File: config.mk
export PLATFORM = sky130hd
export DESIGN_NAME = channelController
export DESIGN_NICKNAME = d
export VERILOG_FILES = /design/src/logic/channelPkg.sv /design/src/logic/rankQueue.sv /design/src/logic/cmdGrantArbiter.sv /design/src/logic/casIssueStage.sv /design/src/logic/channelController.sv
export VERILOG_INCLUDE_DIRS = /design/src /design/src/logic
export SDC_FILE = /design/constraint.sdc
export NUM_CORES = 1
export LEC_CHECK = 0
export BUFFER_PORTS_ARGS = -buffer_cell sky130_fd_sc_hd__buf_2
export CORE_UTILIZATION = 30
export DETAILED_ROUTE_END_ITERATION = 8
export PLACE_DENSITY = 0.55
export SLEW_MARGIN = 10
export SYNTH_ARGS = -nofsm -noshare
export SYNTH_HDL_FRONTEND = slang
export SYNTH_SLANG_ARGS = --single-unit
File: constraint.sdc
create_clock -name clk -period 11.8 [get_ports clk]
set_input_delay 0.59 -clock clk [delete_from_list [all_inputs] [get_ports clk]]
set_output_delay 0.59 -clock clk [all_outputs]
set_load 0.02 [all_outputs]
File: src/logic/channel_cfg.svh
`ifndef CHANNEL_CFG_SVH
`define CHANNEL_CFG_SVH

// Channel geometry
`define NUM_RANK    4
`define QUEUE_DEPTH 4

// Request field widths
`define ADDR_WIDTH 32
`define ID_WIDTH   4
`define USER_WIDTH 4

// Address map with two bit select fields
`define RANK_LSB  29
`define BG_LSB    27
`define BANK_LSB  25
// Column starts at address bit 0
`define COL_WIDTH 10

// Timing in controller clock cycles
`define T_CCD_S 2
`define T_CCD_L 4
`define T_RTW   6
`define T_WTR   8
`define T_RTR   3

`endif

File: src/logic/channelPkg.sv
`include "channel_cfg.svh"

package channelPkg;

    // --------------------
    // Frontend request
    // --------------------
    typedef struct packed {
        logic [`ADDR_WIDTH-1:0] addr;
        logic [`ID_WIDTH-1:0]   id;
        logic [`USER_WIDTH-1:0] user;
        // High for a write, low for a read
        logic                   isWrite;
    } memReq_t;

    // Column command opcodes
    typedef enum logic [1:0] {
        CMD_DESELECT,
        CMD_READ,
        CMD_WRITE
    } cmdOp_e;

    // Popped queue head tagged with its rank
    typedef struct packed {
        logic [$clog2(`NUM_RANK)-1:0] rank;
        memReq_t                      req;
    } rankGrant_t;

    // --------------------
    // Command bus word
    // --------------------
    typedef struct packed {
        // Active low, one per rank
        logic [`NUM_RANK-1:0]  csN;
        cmdOp_e                op;
        logic [1:0]            bg;
        logic [1:0]            bank;
        logic [`COL_WIDTH-1:0] col;
    } ddrCmd_t;

endpackage

File: src/logic/rankQueue.sv
`timescale 1ns/10ps
`include "channel_cfg.svh"

module rankQueue import channelPkg::*; #(
    parameter int RankIndex = 0
) (
    input  logic                          clk,
    input  logic                          reset,
    input  logic                          reqValid,
    input  memReq_t                       req,
    output logic                          ready,
    input  logic                          pop,
    output memReq_t                       head,
    output logic [$clog2(`QUEUE_DEPTH):0] count
);

    localparam int PtrWidth = $clog2(`QUEUE_DEPTH);
    // Rank field value this queue answers to
    localparam logic [1:0] RankSel = 2'(RankIndex);

    memReq_t             entries [`QUEUE_DEPTH];
    logic [PtrWidth-1:0] wrPtr;
    logic [PtrWidth-1:0] rdPtr;
    logic                push;

    // Circular pointer advance
    function automatic logic [PtrWidth-1:0] nextPtr(input logic [PtrWidth-1:0] ptr);
        if (ptr == PtrWidth'(`QUEUE_DEPTH - 1)) begin
            return '0;
        end else begin
            return ptr + 1'b1;
        end
    endfunction

    // Not full
    assign ready = (count != `QUEUE_DEPTH);

    // Take only requests decoded to this rank
    assign push = reqValid && ready && (req.addr[`RANK_LSB +: 2] == RankSel);

    // Oldest entry is valid whenever count is nonzero
    assign head = entries[rdPtr];

    // --------------------
    // Storage
    // --------------------
    always_ff @(posedge clk) begin
        if (push) begin
            entries[wrPtr] <= req;
        end
    end

    // Pointers and occupancy
    always_ff @(posedge clk) begin
        if (reset) begin
            wrPtr <= '0;
            rdPtr <= '0;
            count <= '0;
        end else begin
            if (push) begin
                wrPtr <= nextPtr(wrPtr);
            end
            // Arbiter pops only nonempty queues
            if (pop) begin
                rdPtr <= nextPtr(rdPtr);
            end
            case ({push, pop})
                2'b10:   count <= count + 1'b1;
                2'b01:   count <= count - 1'b1;
                default: count <= count;
            endcase
        end
    end

endmodule

File: src/logic/cmdGrantArbiter.sv
`timescale 1ns/10ps
`include "channel_cfg.svh"

module cmdGrantArbiter import channelPkg::*; (
    input  logic                          clk,
    input  logic                          reset,
    input  memReq_t                       headVector  [`NUM_RANK],
    input  logic [$clog2(`QUEUE_DEPTH):0] countVector [`NUM_RANK],
    output logic [`NUM_RANK-1:0]          popVector,
    output logic                          grantValid,
    output rankGrant_t                    grant,
    input  logic                          grantReady
);

    localparam int RankWidth = $clog2(`NUM_RANK);
    localparam int CountWidth = $clog2(`QUEUE_DEPTH) + 1;
    localparam int RtrWidth = $clog2(`T_RTR);
    // Grant register and issue register add two cycles of the gap
    localparam logic [RtrWidth-1:0] RtrHold = RtrWidth'(`T_RTR - 2);

    logic [RankWidth-1:0]  bestRank;
    logic [CountWidth-1:0] bestCount;
    logic [RankWidth-1:0]  lastRank;
    logic [RtrWidth-1:0]   rtrCount;
    logic                  loadEn;
    logic                  rtrBlock;
    logic                  doPop;

    // --------------------
    // Depth priority pick
    // --------------------
    // Strict compare keeps the lowest index on equal depth
    always_comb begin : depthPick
        bestRank = '0;
        bestCount = '0;
        for (int i = 0; i < `NUM_RANK; i++) begin
            if (countVector[i] > bestCount) begin
                bestRank = RankWidth'(i);
                bestCount = countVector[i];
            end
        end
    end : depthPick

    // Grant register free or handing off this cycle
    assign loadEn = !grantValid || grantReady;

    // Rank switch waits for the turnaround window
    assign rtrBlock = (bestRank != lastRank) && (rtrCount != '0);

    assign doPop = (bestCount != '0) && loadEn && !rtrBlock;

    // One hot pop to the chosen queue
    always_comb begin : popDecode
        for (int i = 0; i < `NUM_RANK; i++) begin
            popVector[i] = doPop && (bestRank == RankWidth'(i));
        end
    end : popDecode

    // --------------------
    // Grant register
    // --------------------
    always_ff @(posedge clk) begin
        if (reset) begin
            grantValid <= 1'b0;
        end else if (loadEn) begin
            grantValid <= doPop;
        end
    end

    always_ff @(posedge clk) begin
        if (doPop) begin
            grant.rank <= bestRank;
            grant.req <= headVector[bestRank];
        end
    end

    // tRTR tracking
    // Counter reloads while any command of the last rank is still upstream of the bus
    always_ff @(posedge clk) begin
        if (reset) begin
            lastRank <= '0;
            rtrCount <= '0;
        end else begin
            if (doPop) begin
                lastRank <= bestRank;
            end
            if (doPop || grantValid || !grantReady) begin
                rtrCount <= RtrHold;
            end else if (rtrCount != '0) begin
                rtrCount <= rtrCount - 1'b1;
            end
        end
    end

endmodule

File: src/logic/casIssueStage.sv
`timescale 1ns/10ps
`include "channel_cfg.svh"

module casIssueStage import channelPkg::*; (
    input  logic       clk,
    input  logic       reset,
    input  logic       grantValid,
    input  rankGrant_t grant,
    output logic       grantReady,
    input  logic       transReady,
    output ddrCmd_t    cmdBus,
    output logic       cmdIssued,
    output memReq_t    issuedReq
);

    localparam int GapWidth = $clog2(`T_WTR + 1);
    // Counter saturates at the longest gap
    localparam logic [GapWidth-1:0] GapMax = GapWidth'(`T_WTR);

    rankGrant_t          held;
    logic                heldValid;
    cmdOp_e              heldOp;
    logic [1:0]          heldBg;
    cmdOp_e              prevOp;
    logic [1:0]          prevBg;
    logic [GapWidth-1:0] sinceIssue;
    logic [GapWidth-1:0] needGap;
    logic                issueNow;
    ddrCmd_t             nextCmd;

    assign heldOp = held.req.isWrite ? CMD_WRITE : CMD_READ;
    assign heldBg = held.req.addr[`BG_LSB +: 2];

    // --------------------
    // Data bus spacing
    // --------------------
    always_comb begin : gapSelect
        if (prevOp == CMD_READ && heldOp == CMD_WRITE) begin
            needGap = GapWidth'(`T_RTW);
        end else if (prevOp == CMD_WRITE && heldOp == CMD_READ) begin
            needGap = GapWidth'(`T_WTR);
        end else if (heldBg == prevBg) begin
            needGap = GapWidth'(`T_CCD_L);
        end else begin
            needGap = GapWidth'(`T_CCD_S);
        end
    end : gapSelect

    assign issueNow = heldValid && transReady && (sinceIssue >= needGap);

    // Empty or draining this cycle
    assign grantReady = !heldValid || issueNow;

    // Issue register
    always_ff @(posedge clk) begin
        if (reset) begin
            heldValid <= 1'b0;
            sinceIssue <= GapMax;
            prevOp <= CMD_DESELECT;
            prevBg <= '0;
        end else begin
            if (grantReady) begin
                heldValid <= grantValid;
            end
            if (issueNow) begin
                sinceIssue <= GapWidth'(1);
                prevOp <= heldOp;
                prevBg <= heldBg;
            end else if (sinceIssue != GapMax) begin
                sinceIssue <= sinceIssue + 1'b1;
            end
        end
    end

    always_ff @(posedge clk) begin
        if (grantValid && grantReady) begin
            held <= grant;
        end
    end

    // --------------------
    // Command bus drive
    // --------------------
    always_comb begin : cmdDecode
        nextCmd.csN = '1;
        nextCmd.op = CMD_DESELECT;
        nextCmd.bg = heldBg;
        nextCmd.bank = held.req.addr[`BANK_LSB +: 2];
        nextCmd.col = held.req.addr[`COL_WIDTH-1:0];
        if (issueNow) begin
            nextCmd.csN[held.rank] = 1'b0;
            nextCmd.op = heldOp;
        end
    end : cmdDecode

    always_ff @(posedge clk) begin
        if (reset) begin
            cmdBus <= '{csN: '1, op: CMD_DESELECT, default: '0};
            cmdIssued <= 1'b0;
        end else begin
            cmdBus <= nextCmd;
            cmdIssued <= issueNow;
        end
    end

    // Issued report toward the data buffer
    always_ff @(posedge clk) begin
        if (issueNow) begin
            issuedReq <= held.req;
        end
    end

endmodule

File: src/logic/channelController.sv
`timescale 1ns/10ps
`include "channel_cfg.svh"

module channelController import channelPkg::*; (
    input  logic                 clk,
    input  logic                 reset,
    input  logic                 reqValid,
    input  memReq_t              req,
    output logic [`NUM_RANK-1:0] rankReady,
    input  logic                 transReady,
    output ddrCmd_t              cmdBus,
    output logic                 cmdIssued,
    output memReq_t              issuedReq
);

    // Queue to arbiter
    memReq_t                       headVector  [`NUM_RANK];
    logic [$clog2(`QUEUE_DEPTH):0] countVector [`NUM_RANK];
    logic [`NUM_RANK-1:0]          popVector;

    // Arbiter to issue stage
    logic       grantValid;
    logic       grantReady;
    rankGrant_t grant;

    // --------------------
    // Per rank queues
    // --------------------
    // Every queue sees the request and the rank field selects the taker
    for (genvar g = 0; g < `NUM_RANK; g++) begin : rankQueues
        rankQueue #(
            .RankIndex(g)
        ) queue (
            .clk(clk),
            .reset(reset),
            .reqValid(reqValid),
            .req(req),
            .ready(rankReady[g]),
            .pop(popVector[g]),
            .head(headVector[g]),
            .count(countVector[g])
        );
    end : rankQueues

    cmdGrantArbiter arbiter (
        .clk(clk),
        .reset(reset),
        .headVector(headVector),
        .countVector(countVector),
        .popVector(popVector),
        .grantValid(grantValid),
        .grant(grant),
        .grantReady(grantReady)
    );

    // Command bus and data bus timing
    casIssueStage issue (
        .clk(clk),
        .reset(reset),
        .grantValid(grantValid),
        .grant(grant),
        .grantReady(grantReady),
        .transReady(transReady),
        .cmdBus(cmdBus),
        .cmdIssued(cmdIssued),
        .issuedReq(issuedReq)
    );

endmodule

Word-level counts from Yosys, hierarchy flattened
Memory sizes are Yosys's and may differ from the RTL's. A register that Yosys moved wholly into a read port is not among the register bits.
Cells that the tools add are included.
- memory bits (writable): 656
- memories: 4
- input port bits: 45
- output and inout bits: 66
- register bits: 190
- logic and storage cells: 197
- $add $sub $neg: 18
- equal/unequal tests: 33
- order comparisons: 8
- multiplexer cells: 48
- bitwise gates (word level): 3
- reductions and logical operators: 42
- memories (name ; depth ; width ; read ports ; clocked after Yosys merged registers in ; wr ports ; RTL line ; RTL):
    rankQueues[0].queue.entries ; 4 ; 41 ; 1 ; 1 ; 1 ; rankQueue.sv:21 ; memReq_t entries [`QUEUE_DEPTH];
    rankQueues[1].queue.entries ; 4 ; 41 ; 1 ; 1 ; 1 ; rankQueue.sv:21 ;
    rankQueues[2].queue.entries ; 4 ; 41 ; 1 ; 1 ; 1 ; rankQueue.sv:21 ;
    rankQueues[3].queue.entries ; 4 ; 41 ; 1 ; 1 ; 1 ; rankQueue.sv:21 ;
- operators with widths (cell ; count):
    binary-select mux 41 bit (select 2 bit) ; 1
    2-to-1 mux 41 bit ; 2
    2-to-1 mux 2 bit ; 19
    equality test 2 bit, second input constant ; 18
    case mux 3 bit (2 select lines) ; 4
    logical AND 1 bit ; 21
    adder 2 x 1 -> 2 bit, second input constant ; 8
    equality test 2 x 1 -> 1 bit, second input constant ; 8
    2-to-1 mux 4 bit ; 4
    2-to-1 mux 3 bit ; 5
    nonzero test 2 bit ; 7
    adder 3 x 1 -> 3 bit, second input constant ; 4
    2-to-1 mux 1 bit ; 12
    != test 3 bit, second input constant ; 4
    subtractor 3 x 1 -> 3 bit, second input constant ; 4
    > comparator 3 bit ; 3
    OR reduction 2 bit ; 3
    adder 4 x 1 -> 4 bit, second input constant ; 1
    >= comparator 4 bit ; 1
    logical NOT 1 bit ; 4
    logical NOT 2 bit ; 2
    logical OR 1 bit ; 4
    != test 4 bit, second input constant ; 1
    NOT 4 bit ; 1
    11 further kinds ; 11

Longest topological paths before layout
Gate-level depths: netlist of run 1.
- depth in word-level cells: 15
- gate-level depth with buffers: 27
- mapped depth without buffers: 25

By module
A second synthesis of run 1 with hierarchy kept.
- cells, all modules: 1538
- area, all modules: 32230.9 um^2
- modules (own cells, without submodules) (module ; instances ; cells each ; area each (um^2)):
    rankQueue (rankQueues[1].queue ...) ; 2 ; 266 ; 6403.6
    rankQueue (rankQueues[3].queue) ; 1 ; 268 ; 6436.2
    rankQueue (rankQueues[0].queue) ; 1 ; 262 ; 6424.9
    casIssueStage ; 1 ; 195 ; 3647.2
    cmdGrantArbiter ; 1 ; 281 ; 2915.3

Worst setup path after synthesis of run 1
No wires, ideal clock.
- kind: flip-flop to flip-flop
- from: reg rankQueues[0].queue.count[2]
- to: reg rankQueues[1].queue.count[2]
- buffers on the path: 2
- data required time: 11730 ps
- data arrival time: 5173 ps
- cell stages (with the launch flop): 26
- setup slack: 6556 ps
- cells stage by stage: dfxtp_1 -> inv_1 -> ha_1 -> nand2_1 -> o21ai_1 -> a21oi_1 -> or2_2 -> ha_1 -> nand3b_2 -> a21boi_4 -> clkbuf_4 -> nand2_1 -> o31ai_2 -> ha_1 -> a211o_1 -> a21oi_1 -> a311oi_1 -> or2_1 -> buf_4 -> nor4_4 -> ha_1 -> inv_1 -> fa_1 -> xor2_1 -> or3_1 -> a21oi_1
- word-level cells in the longest chain between the ends: 15
- ends and longest elaborated chain (element ; RTL line ; RTL):
    start: declaration ; rankQueue.sv:14 ; output logic [$clog2(`QUEUE_DEPTH):0] count
    start signal: assignment ; rankQueue.sv:68 ; 2'b10: count <= count + 1'b1;
    start signal: assignment ; rankQueue.sv:69 ; 2'b01: count <= count - 1'b1;
    start signal: assignment ; rankQueue.sv:70 ; default: count <= count;
    > comparator 3 x 1 -> 1 bit ; cmdGrantArbiter.sv:37 ; if (countVector[i] > bestCount) begin
    2-to-1 mux 3 bit * ; cmdGrantArbiter.sv:37 ;
    > comparator 3 bit ; cmdGrantArbiter.sv:37 ;
    2-to-1 mux 3 bit ; cmdGrantArbiter.sv:37 ;
    > comparator 3 bit ; cmdGrantArbiter.sv:37 ;
    2-to-1 mux 3 bit ; cmdGrantArbiter.sv:37 ;
    > comparator 3 bit ; cmdGrantArbiter.sv:37 ;
    2-to-1 mux 2 bit ; cmdGrantArbiter.sv:37 ;
    != test 2 bit ; cmdGrantArbiter.sv:48 ; assign rtrBlock = (bestRank != lastRank) && (rtrCount != '0);
    logical AND 1 bit ; cmdGrantArbiter.sv:48 ;
    logical NOT 1 bit ; cmdGrantArbiter.sv:50 ; assign doPop = (bestCount != '0) && loadEn && !rtrBlock;
    logical AND 1 bit ; cmdGrantArbiter.sv:50 ;
    logical AND 1 bit * ; cmdGrantArbiter.sv:55 ; popVector[i] = doPop && (bestRank == RankWidth'(i));
    equality test 2 x 1 -> 1 bit or equality test 2 bit (tied branches) ; rankQueue.sv:67 ; case ({push, pop})
    case mux 3 bit (2 select lines) or nonzero test 2 bit (tied branches) ; n/a ;
    end signal: assignment ; rankQueue.sv:68 ;
    end signal: assignment ; rankQueue.sv:69 ;
    end signal: assignment ; rankQueue.sv:70 ;
    end: declaration ; rankQueue.sv:14 ;
Every way passes the cells marked *; elsewhere a longest branch is shown, timed or not.
A chain may end at the register's enable or synchronous reset.

Final worst setup path of run 1
- from: reg rankQueues[0].queue.count[2]
- to: reg rankQueues[0].queue.count[2]
- word-level cells in the longest chain between the ends: 15
- ends and longest elaborated chain (element ; RTL line):
    > comparator 3 x 1 -> 1 bit ; cmdGrantArbiter.sv:37
    2-to-1 mux 3 bit ; cmdGrantArbiter.sv:37
    > comparator 3 bit ; cmdGrantArbiter.sv:37
    2-to-1 mux 3 bit ; cmdGrantArbiter.sv:37
    > comparator 3 bit ; cmdGrantArbiter.sv:37
    2-to-1 mux 3 bit ; cmdGrantArbiter.sv:37
    > comparator 3 bit ; cmdGrantArbiter.sv:37
    2-to-1 mux 2 bit ; cmdGrantArbiter.sv:37
    != test 2 bit ; cmdGrantArbiter.sv:48
    logical AND 1 bit ; cmdGrantArbiter.sv:48
    logical NOT 1 bit ; cmdGrantArbiter.sv:50
    logical AND 1 bit ; cmdGrantArbiter.sv:50
    logical AND 1 bit ; cmdGrantArbiter.sv:55
    equality test 2 x 1 -> 1 bit or equality test 2 bit (tied branches) ; rankQueue.sv:67
    case mux 3 bit (2 select lines) or nonzero test 2 bit (tied branches) ; n/a
Several ways; a longest one is shown, not always the timed one.

==> flow_summary.yaml, run 1 <==
global_route:
  via_count_of_the_first_global_routing_pass: 16000
  global_route.overflow_total: 0
  pin_count_of_the_biggest_net_entering_global_routing: 56
  globalRouteTotalUtil_pct: 13.6
  antenna_found_initial: 14
  global_route_wire_length_before_repair_um: 107000
min_path:
  hold_path.class: "input port to flip-flop"
die:
  die_x_um: 328
  row_count: 119
  ios: 111
  coreArea_um2: 105000
  initial_utilization_pct: 30.3
  die-height_um: 328
  die_area_um2: 108000
power:
  seq_power_share_pct: 38.7
  power.switching_fraction_pct: 37.2
  power_density_nw_per_um2: 284
  combPwrFrac_pct: 35.8
  power.switching_mw: 3.92
  p_total_mw: 10.5
  power.static_leakage_nw: 11.7
  peakVddDrop_mv: 0.700
  cell_internal_pwr_mw: 6.61
  clkPwrFrac_pct: 25.5
sta:
  fin_crit_sh_pct: 54.8
  period_minus_slack_ns: 6.46
  finClkSkew_ns: 0.0157
  rel_slew_slack_pct: 27.0
  maxSlewViolCount: 0
  achievable-frequency_mhz: 155
  max_slew.worst_pin.slew_ns: 1.10
  final-setup-viol-count: 0
  timing.hold.ws_ns: 0.320
  setup_repair_after_global_routing_missed_its_margin: "false"
  setup-tns-final_ns: 0
  timing_hold_violations_final: 0
  least_setup_slack_across_all_paths_after_layout_ns: 5.34
flow_run:
  max_cap_viol_count: 0
yosys:
  synth-async-reset-ratio_pct: 0
  synthTopCellsByArea: "sky130_fd_sc_hd__edfxtp_1, sky130_fd_sc_hd__mux4_2, sky130_fd_sc_hd__dfxtp_1"
  mappedNetlistNets: 1618
  syn-mean-instance-area_um2: 20.9
  synth-warning-count: 0
  post-synth-top-area-cell: "sky130_fd_sc_hd__edfxtp_1"
  synth-edff-count: 783
  synth_cell_types: 60
  number_of_instances_in_the_synthesized_netlist: 1530
  synth_sequential_area_ratio_pct: 78.0
  ys.flop_type: "sky130_fd_sc_hd__edfxtp_1"
  ys_ff_latch: 854
  synth.cell_area_um2: 32000
  yosysTopAreaCellShare_pct: 73.6
setup_path:
  critical_path_required_ns: 12.37
  critical_path_class: "flip-flop to flip-flop"
  setup.worst_path.start_class: "flip-flop"
  worst-path-max-fanout: 27
  arrival_ns: 7.03
  worst_setup_end_kind: "flip-flop"
drt:
  drt_first_iter_violations: 1454
  post_drt_via_cell_ratio: 4.80
  drt-wirelength-per-cell_um: 23.3
  dr_total_vias: 15200
  first_pass_iters: 7
  detail_route.wirelength_um: 73500
  antenna_left: 0
  post-route-drc-count: 28
cts:
  postCtsSetupRepairBufs: 0
  postCtsResizedCells: 0
  clock_latency_ns: 0.65
  ctsHtreeMaxLevel: 3
  post_cts_hold_buffer_count: 0
  clkSlewWorstSetupHoldPaths_ns: 0.06
  clk_root_buffer_cell: "sky130_fd_sc_hd__clkbuf_16"
  cts_num_sinks: 854
  tritoncts: "yes"
  cts_buffers: 92
  clk_path_buf_depth: 3
cells_and_area:
  multi_input_gate_area_um2: 6620
  utilization_pct: 35.2
  area.growth.synth_to_final_pct: 16.0
  final_layout_size_suffix_gt1_share_pct: 27.4
  layout.area.seq_um2: 25000
  num-fill-cells: 9825
  final_nets: 1779
run_status:
  status: "finished, violations left"
  failed_checks: "DRC"
placement:
  io_buffers: 110
  gpl.final_weighted_congestion: 0.768
  detailedPlacementHpwl_um: 37800
  post_placement_setup_slack_ns: 5.38
power by group through the flow:
stage	clock network [mW]	logic, mW	registers, mW
after CTS	2.75	3.85	4.09
after detailed placement	0	3.84	4.15
after global routing	2.86	4.11	4.10
after floorplan	0	2.44	4.08
final	2.68	3.77	4.08
after global placement	0	3.76	4.15
critical path, stage by stage (launching register included):
cell,delay [ns]
sky130_fd_sc_hd__dfxtp_1,0.39
sky130_fd_sc_hd__inv_1,0.06
sky130_fd_sc_hd__ha_1,0.34
sky130_fd_sc_hd__nand2_1,0.11
sky130_fd_sc_hd__o21ai_1,0.44
sky130_fd_sc_hd__a21oi_1,0.18
sky130_fd_sc_hd__or2_2,0.31
sky130_fd_sc_hd__ha_1,0.27
sky130_fd_sc_hd__nand3_1,0.11
sky130_fd_sc_hd__a21boi_4,0.19
sky130_fd_sc_hd__buf_4,0.42
sky130_fd_sc_hd__nand2_1,0.14
sky130_fd_sc_hd__o31ai_2,0.12
sky130_fd_sc_hd__ha_1,0.33
sky130_fd_sc_hd__a211oi_1,0.45
sky130_fd_sc_hd__o211ai_1,0.17
sky130_fd_sc_hd__a32o_1,0.26
sky130_fd_sc_hd__or2_1,0.36
sky130_fd_sc_hd__nor3_1,0.36
sky130_fd_sc_hd__ha_1,0.25
sky130_fd_sc_hd__inv_1,0.08
sky130_fd_sc_hd__fa_1,0.44
sky130_fd_sc_hd__xor2_1,0.16
sky130_fd_sc_hd__or3_1,0.30
sky130_fd_sc_hd__a21oi_1,0.14
flip-flops by register name, summed over array words and instances, names as in the netlist, named ones only:
signal,count
arbiter.grant,43
arbiter.grantValid,1
arbiter.lastRank,2
arbiter.rtrCount,2
issue.cmdBus,20
issue.cmdIssued,1
issue.held,43
issue.heldValid,1
issue.issuedReq,41
issue.prevBg,2
issue.prevOp,2
issue.sinceIssue,4
rankQueues.queue.count,12
rankQueues.queue.entries,656
rankQueues.queue.rdPtr,8
rankQueues.queue.wrPtr,8
kinds of logic (layout without fill, tap and decap cells):
family / Yosys count / in the layout / share of synthesized area, %
XOR/XNOR: 14 / 14 / 0.384
flip-flops: 854 / 854 / 78.0
AND/OR/NAND/NOR: 142 / 142 / 2.46
buffers and inverters: 113 / 345 / 1.44
AO/OA/AOI/OAI: 187 / 187 / 3.91
adder cells (fa/ha/maj): 43 / 43 / 1.78
multiplexers: 177 / 177 / 12.0
other: 0 / 6 / 0
path summary, 6_finish.rpt:
check                                  endpoint  slack [ns]                    startpoint  cells after the start
min          rankQueues[3].queue.entries[3][28]        0.32                       req[28]                      1
max                rankQueues[0].queue.count[2]        5.34  rankQueues[0].queue.count[2]                     24
min reg2reg                      issue.held[10]        0.41             arbiter.grant[10]                      0
max reg2reg        rankQueues[0].queue.count[2]        5.34  rankQueues[0].queue.count[2]                     24
per-stage QoR:
step,std cells,instance area [um2]
floorplan,1530,32000
global placement,2988,34200
detailed placement,2988,34200
CTS,3153,37000
global route,3154,37000
finish,3159,37100
cell type report:
class	count	area share (%)
sequential	854	67.3
multi-input combinational	563	17.8
clock buffer	114	6.55
tap	1391	4.70
timing repair buffer	142	2.13
clock inverter	51	1.02
inverter	38	0.385
antenna	6	0.0405
placed cells by master, fill, tap and decap left out, types with 3 or more instances in the layout:
cell type / count
sky130_fd_sc_hd__clkinv_1: 16
sky130_fd_sc_hd__or3_1: 4
sky130_fd_sc_hd__nor2_1: 33
sky130_fd_sc_hd__clkinv_8: 3
sky130_fd_sc_hd__buf_4: 32
sky130_fd_sc_hd__xor2_1: 13
sky130_fd_sc_hd__a22oi_1: 82
sky130_fd_sc_hd__nand3_1: 13
sky130_fd_sc_hd__clkinv_2: 20
sky130_fd_sc_hd__clkinvlp_4: 5
sky130_fd_sc_hd__a21oi_1: 24
sky130_fd_sc_hd__a21oi_2: 3
sky130_fd_sc_hd__clkbuf_1: 20
sky130_fd_sc_hd__bufinv_16: 3
sky130_fd_sc_hd__edfxtp_1: 783
sky130_fd_sc_hd__nor3_1: 13
sky130_fd_sc_hd__clkbuf_16: 94
sky130_fd_sc_hd__and2_2: 16
sky130_fd_sc_hd__nand2_1: 21
sky130_fd_sc_hd__nor2b_1: 16
sky130_fd_sc_hd__mux2i_1: 11
sky130_fd_sc_hd__o31ai_1: 3
sky130_fd_sc_hd__clkinv_4: 3
sky130_fd_sc_hd__o21ai_0: 52
sky130_fd_sc_hd__dfxtp_2: 4
sky130_fd_sc_hd__nand3b_1: 3
sky130_fd_sc_hd__dfxtp_4: 4
sky130_fd_sc_hd__dfxtp_1: 63
sky130_fd_sc_hd__and3_1: 3
sky130_fd_sc_hd__diode_2: 6
sky130_fd_sc_hd__fa_1: 4
sky130_fd_sc_hd__inv_1: 35
sky130_fd_sc_hd__buf_2: 110
sky130_fd_sc_hd__mux4_2: 164
sky130_fd_sc_hd__ha_1: 39
Yosys cell counts, types with 2 or more instances:
| master | instances |
|---|---|
| sky130_fd_sc_hd__a21boi_0 | 2 |
| sky130_fd_sc_hd__a21oi_1 | 25 |
| sky130_fd_sc_hd__a21oi_2 | 3 |
| sky130_fd_sc_hd__a22oi_1 | 82 |
| sky130_fd_sc_hd__a311oi_1 | 2 |
| sky130_fd_sc_hd__and2_1 | 17 |
| sky130_fd_sc_hd__and3_1 | 3 |
| sky130_fd_sc_hd__and4_1 | 2 |
| sky130_fd_sc_hd__and4b_1 | 2 |
| sky130_fd_sc_hd__buf_1 | 11 |
| sky130_fd_sc_hd__buf_4 | 5 |
| sky130_fd_sc_hd__buf_6 | 2 |
| sky130_fd_sc_hd__clkbuf_1 | 56 |
| sky130_fd_sc_hd__dfxtp_1 | 71 |
| sky130_fd_sc_hd__edfxtp_1 | 783 |
| sky130_fd_sc_hd__fa_1 | 4 |
| sky130_fd_sc_hd__ha_1 | 39 |
| sky130_fd_sc_hd__inv_1 | 36 |
| sky130_fd_sc_hd__mux2i_1 | 11 |
| sky130_fd_sc_hd__mux4_2 | 164 |
| sky130_fd_sc_hd__nand2_1 | 21 |
| sky130_fd_sc_hd__nand3_1 | 13 |
| sky130_fd_sc_hd__nand3b_1 | 3 |
| sky130_fd_sc_hd__nor2_1 | 35 |
| sky130_fd_sc_hd__nor2b_1 | 16 |
| sky130_fd_sc_hd__nor3_1 | 13 |
| sky130_fd_sc_hd__nor3_2 | 2 |
| sky130_fd_sc_hd__nor4_4 | 2 |
| sky130_fd_sc_hd__o211ai_1 | 2 |
| sky130_fd_sc_hd__o21a_1 | 2 |
| sky130_fd_sc_hd__o21ai_0 | 52 |
| sky130_fd_sc_hd__o21ai_1 | 2 |
| sky130_fd_sc_hd__o31ai_1 | 3 |
| sky130_fd_sc_hd__o31ai_2 | 2 |
| sky130_fd_sc_hd__or3_1 | 4 |
| sky130_fd_sc_hd__or4_1 | 2 |
| sky130_fd_sc_hd__xor2_1 | 13 |
routing by layer:
| layer | share of wire, % | up-vias | track usage (%) |
|---|---|---|---|
| li1 | - | 6596 | - |
| met1 | 41 | 8069 | 17.0 |
| met2 | 51 | 370 | 24.0 |
| met3 | 5.3 | 125 | 2.89 |
| met4 | 2.0 | 14 | 3.46 |
| met5 | 0.13 | - | 0 |
No activity file was read; power rests on OpenSTA's default activity.
==> run 2: changes to the inputs <==
==> constraint.sdc (replaced) <==
create_clock -name clk -period 6.3 [get_ports clk]
set_input_delay 0.315 -clock clk [delete_from_list [all_inputs] [get_ports clk]]
set_output_delay 0.315 -clock clk [all_outputs]
set_load 0.02 [all_outputs]
==> run 2 against run 1 <==
The flow still finishes with violations (DRC). Critical path type unchanged. Register-to-register slack worse by 4.9 ns. Critical endpoint is now rankQueues[2].queue.count[2]. Largest power group unchanged. Wire length grew 0.68%. Global-route usage increased by 0.19 points.
==> flow_summary.yaml, run 2 (synthesized netlist as in run 1, its figures left out) <==
run_status:
  status: "finished, violations left"
  failed_checks: "DRC"
cells_and_area:
  mostFrequentLayoutCells: "sky130_fd_sc_hd__edfxtp_1, sky130_fd_sc_hd__mux4_2, sky130_fd_sc_hd__buf_2"
  final_nets: 1790
  layout_commonest_cell: "sky130_fd_sc_hd__edfxtp_1"
  largest_reg_flops: 656
  largest_register: "rankQueues.queue.entries"
  area.growth.synth_to_final_pct: 16.9
  final_cell_area_um2: 37400
  final_layout_size_suffix_gt1_share_pct: 27.6
  biggestRegsByFlops: "rankQueues.queue.entries x656, arbiter.grant x43, issue.held x43"
  utilization_pct: 35.4
sta:
  timing.hold.ws_ns: 0.0384
  timing_hold_violations_final: 0
  fin_crit_sh_pct: 92.8
  maxSlewViolCount: 0
  rel_slew_slack_pct: 27.1
  max_slew.worst_pin.slew_ns: 1.09
  period_minus_slack_ns: 5.84
  achievable-frequency_mhz: 171
  final-setup-viol-count: 0
  setup_repair_after_global_routing_missed_its_margin: "false"
  setup-tns-final_ns: 0
  finClkSkew_ns: 0.0361
cts:
  ctsHtreeMaxLevel: 3
  clk_root_buffer_cell: "sky130_fd_sc_hd__clkbuf_16"
  cts_num_sinks: 854
  cts_buffers: 90
  tritoncts: "yes"
  postCtsSetupRepairBufs: 0
  clock_latency_ns: 0.65
  clk_path_buf_depth: 3
  clkSlewWorstSetupHoldPaths_ns: 0.06
drt:
  antenna_left: 0
  first_pass_iters: 7
  post_drt_via_cell_ratio: 4.82
  detail_route.wirelength_um: 74000
  dr_total_vias: 15300
  drt-wirelength-per-cell_um: 23.3
  post-route-drc-count: 30
  drt_first_iter_violations: 1339
setup_path:
  reg2reg_depth: 21
  arrival_ns: 6.39
  worst-path-max-fanout: 7
  critical_path_class: "flip-flop to flip-flop"
  critical_path_required_ns: 6.85
  reg_to_reg_end: "rankQueues[2].queue.count[2]"
  setup.reg_to_reg.worst_slack_ns: 0.46
  worst_setup_end_kind: "flip-flop"
  setup.worst_path.start_class: "flip-flop"
  crit-reg2reg-launch: "rankQueues[0].queue.count[2]"
die:
  row_count: 119
  die_area_um2: 108000
  coreArea_um2: 105000
  ios: 111
  initial_utilization_pct: 30.3
  die-height_um: 328
  die_x_um: 328
global_route:
  globalRouteTotalUtil_pct: 13.8
  global_route.overflow_total: 0
  pin_count_of_the_biggest_net_entering_global_routing: 58
  via_count_of_the_first_global_routing_pass: 16300
  global_route_wire_length_before_repair_um: 109000
  antenna_found_initial: 11
placement:
  io_buffers: 110
  gpl.final_weighted_congestion: 0.792
  detailedPlacementHpwl_um: 40200
  detailed_place.area_um2: 34300
flow_run:
  max_cap_viol_count: 0
min_path:
  hold_path.class: "input port to flip-flop"
  worst_hold_path.endpoint: "rankQueues[0].queue.entries[3][14]"
  hold-path-cell-count: 1
  worst_hold_startpoint: "req[14]"
power:
  peakVddDrop_mv: 0.725
  power_density_nw_per_um2: 546
  p_total_mw: 20.4
  power.static_leakage_nw: 11.8
[run 2: worst max path at each step]
stage	slack [ns]	cells past startpoint	end	start
2_1_floorplan	1.06	25	rankQueues[1].queue.count[2]	rankQueues[0].queue.count[2]
3_3_place_gp	0.56	22	rankQueues[0].queue.count[2]	rankQueues[0].queue.count[2]
3_5_place_dp	0.27	22	rankQueues[0].queue.count[2]	rankQueues[0].queue.count[2]
4_1_cts	0.27	22	rankQueues[0].queue.count[2]	rankQueues[0].queue.count[2]
5_1_grt	0.11	21	rankQueues[0].queue.count[2]	rankQueues[0].queue.count[2]
6_report	0.46	21	rankQueues[2].queue.count[2]	rankQueues[0].queue.count[2]
[run 2: worst max-delay path, cell delays in order, from the launching register on]
cell and delay [ns]:
sky130_fd_sc_hd__dfxtp_1 0.38, sky130_fd_sc_hd__inv_1 0.06, sky130_fd_sc_hd__ha_1 0.32, sky130_fd_sc_hd__a21oi_2 0.19, sky130_fd_sc_hd__o21a_4 0.18, sky130_fd_sc_hd__mux2i_1 0.38
sky130_fd_sc_hd__ha_1 0.35, sky130_fd_sc_hd__a21oi_2 0.23, sky130_fd_sc_hd__a21boi_4 0.11, sky130_fd_sc_hd__o31ai_2 0.34, sky130_fd_sc_hd__ha_1 0.34, sky130_fd_sc_hd__a211o_1 0.36
sky130_fd_sc_hd__a21oi_1 0.22, sky130_fd_sc_hd__a311oi_1 0.16, sky130_fd_sc_hd__or2_1 0.39, sky130_fd_sc_hd__nor4_4 0.28, sky130_fd_sc_hd__ha_1 0.25, sky130_fd_sc_hd__inv_1 0.08
sky130_fd_sc_hd__fa_1 0.44, sky130_fd_sc_hd__xor2_1 0.16, sky130_fd_sc_hd__or3_1 0.32, sky130_fd_sc_hd__a21oi_1 0.19
[run 2: timing repair]
action                     in CTS  in global routing
hold buffers                    7                  0
hold endpoints to repair       63                  0
setup endpoints to repair       0                  3
resized for setup               0                  2
[run 2: cell type report]
| class | instances | area, um2 |
|---|---|---|
| fill | 9759 | 68100 |
| sequential | 854 | 25000 |
| multi-input combinational | 563 | 6620 |
| clock buffer | 115 | 2360 |
| tap | 1391 | 1740 |
| timing repair buffer | 155 | 918 |
| clock inverter | 48 | 608 |
| inverter | 38 | 143 |
| antenna | 5 | 12.5 |
[run 2: per-layer routing]
| layer | share of wire (%) | GRT usage [%] | up-vias | routed length, um |
|---|---|---|---|---|
| met5 | 0.072 | 0 | - | 53 |
| met4 | 1.9 | 3.94 | 8 | 1390 |
| met3 | 5.2 | 2.38 | 117 | 3870 |
| met2 | 51 | 23.9 | 402 | 37600 |
| met1 | 42 | 17.8 | 8125 | 31100 |
| li1 | - | - | 6616 | - |
[run 2: power by group]
group | internal [mW] | leakage, nW | switching, mW | total [mW]
logic | 2.37 | 2.66 | 5.06 | 7.43
clock network | 3.12 | 1.43 | 2.19 | 5.30
registers | 7.38 | 7.70 | 0.292 | 7.68
[run 2: per-stage QoR]
stage / worst slack [ns] / cells
2_1_floorplan: 1.06 / 1530
3_3_place_gp: 0.556 / 2994
3_5_place_dp: 0.265 / 2994
4_1_cts: 0.267 / 3164
5_1_grt: 0.108 / 3164
6_report: 0.456 / 3169
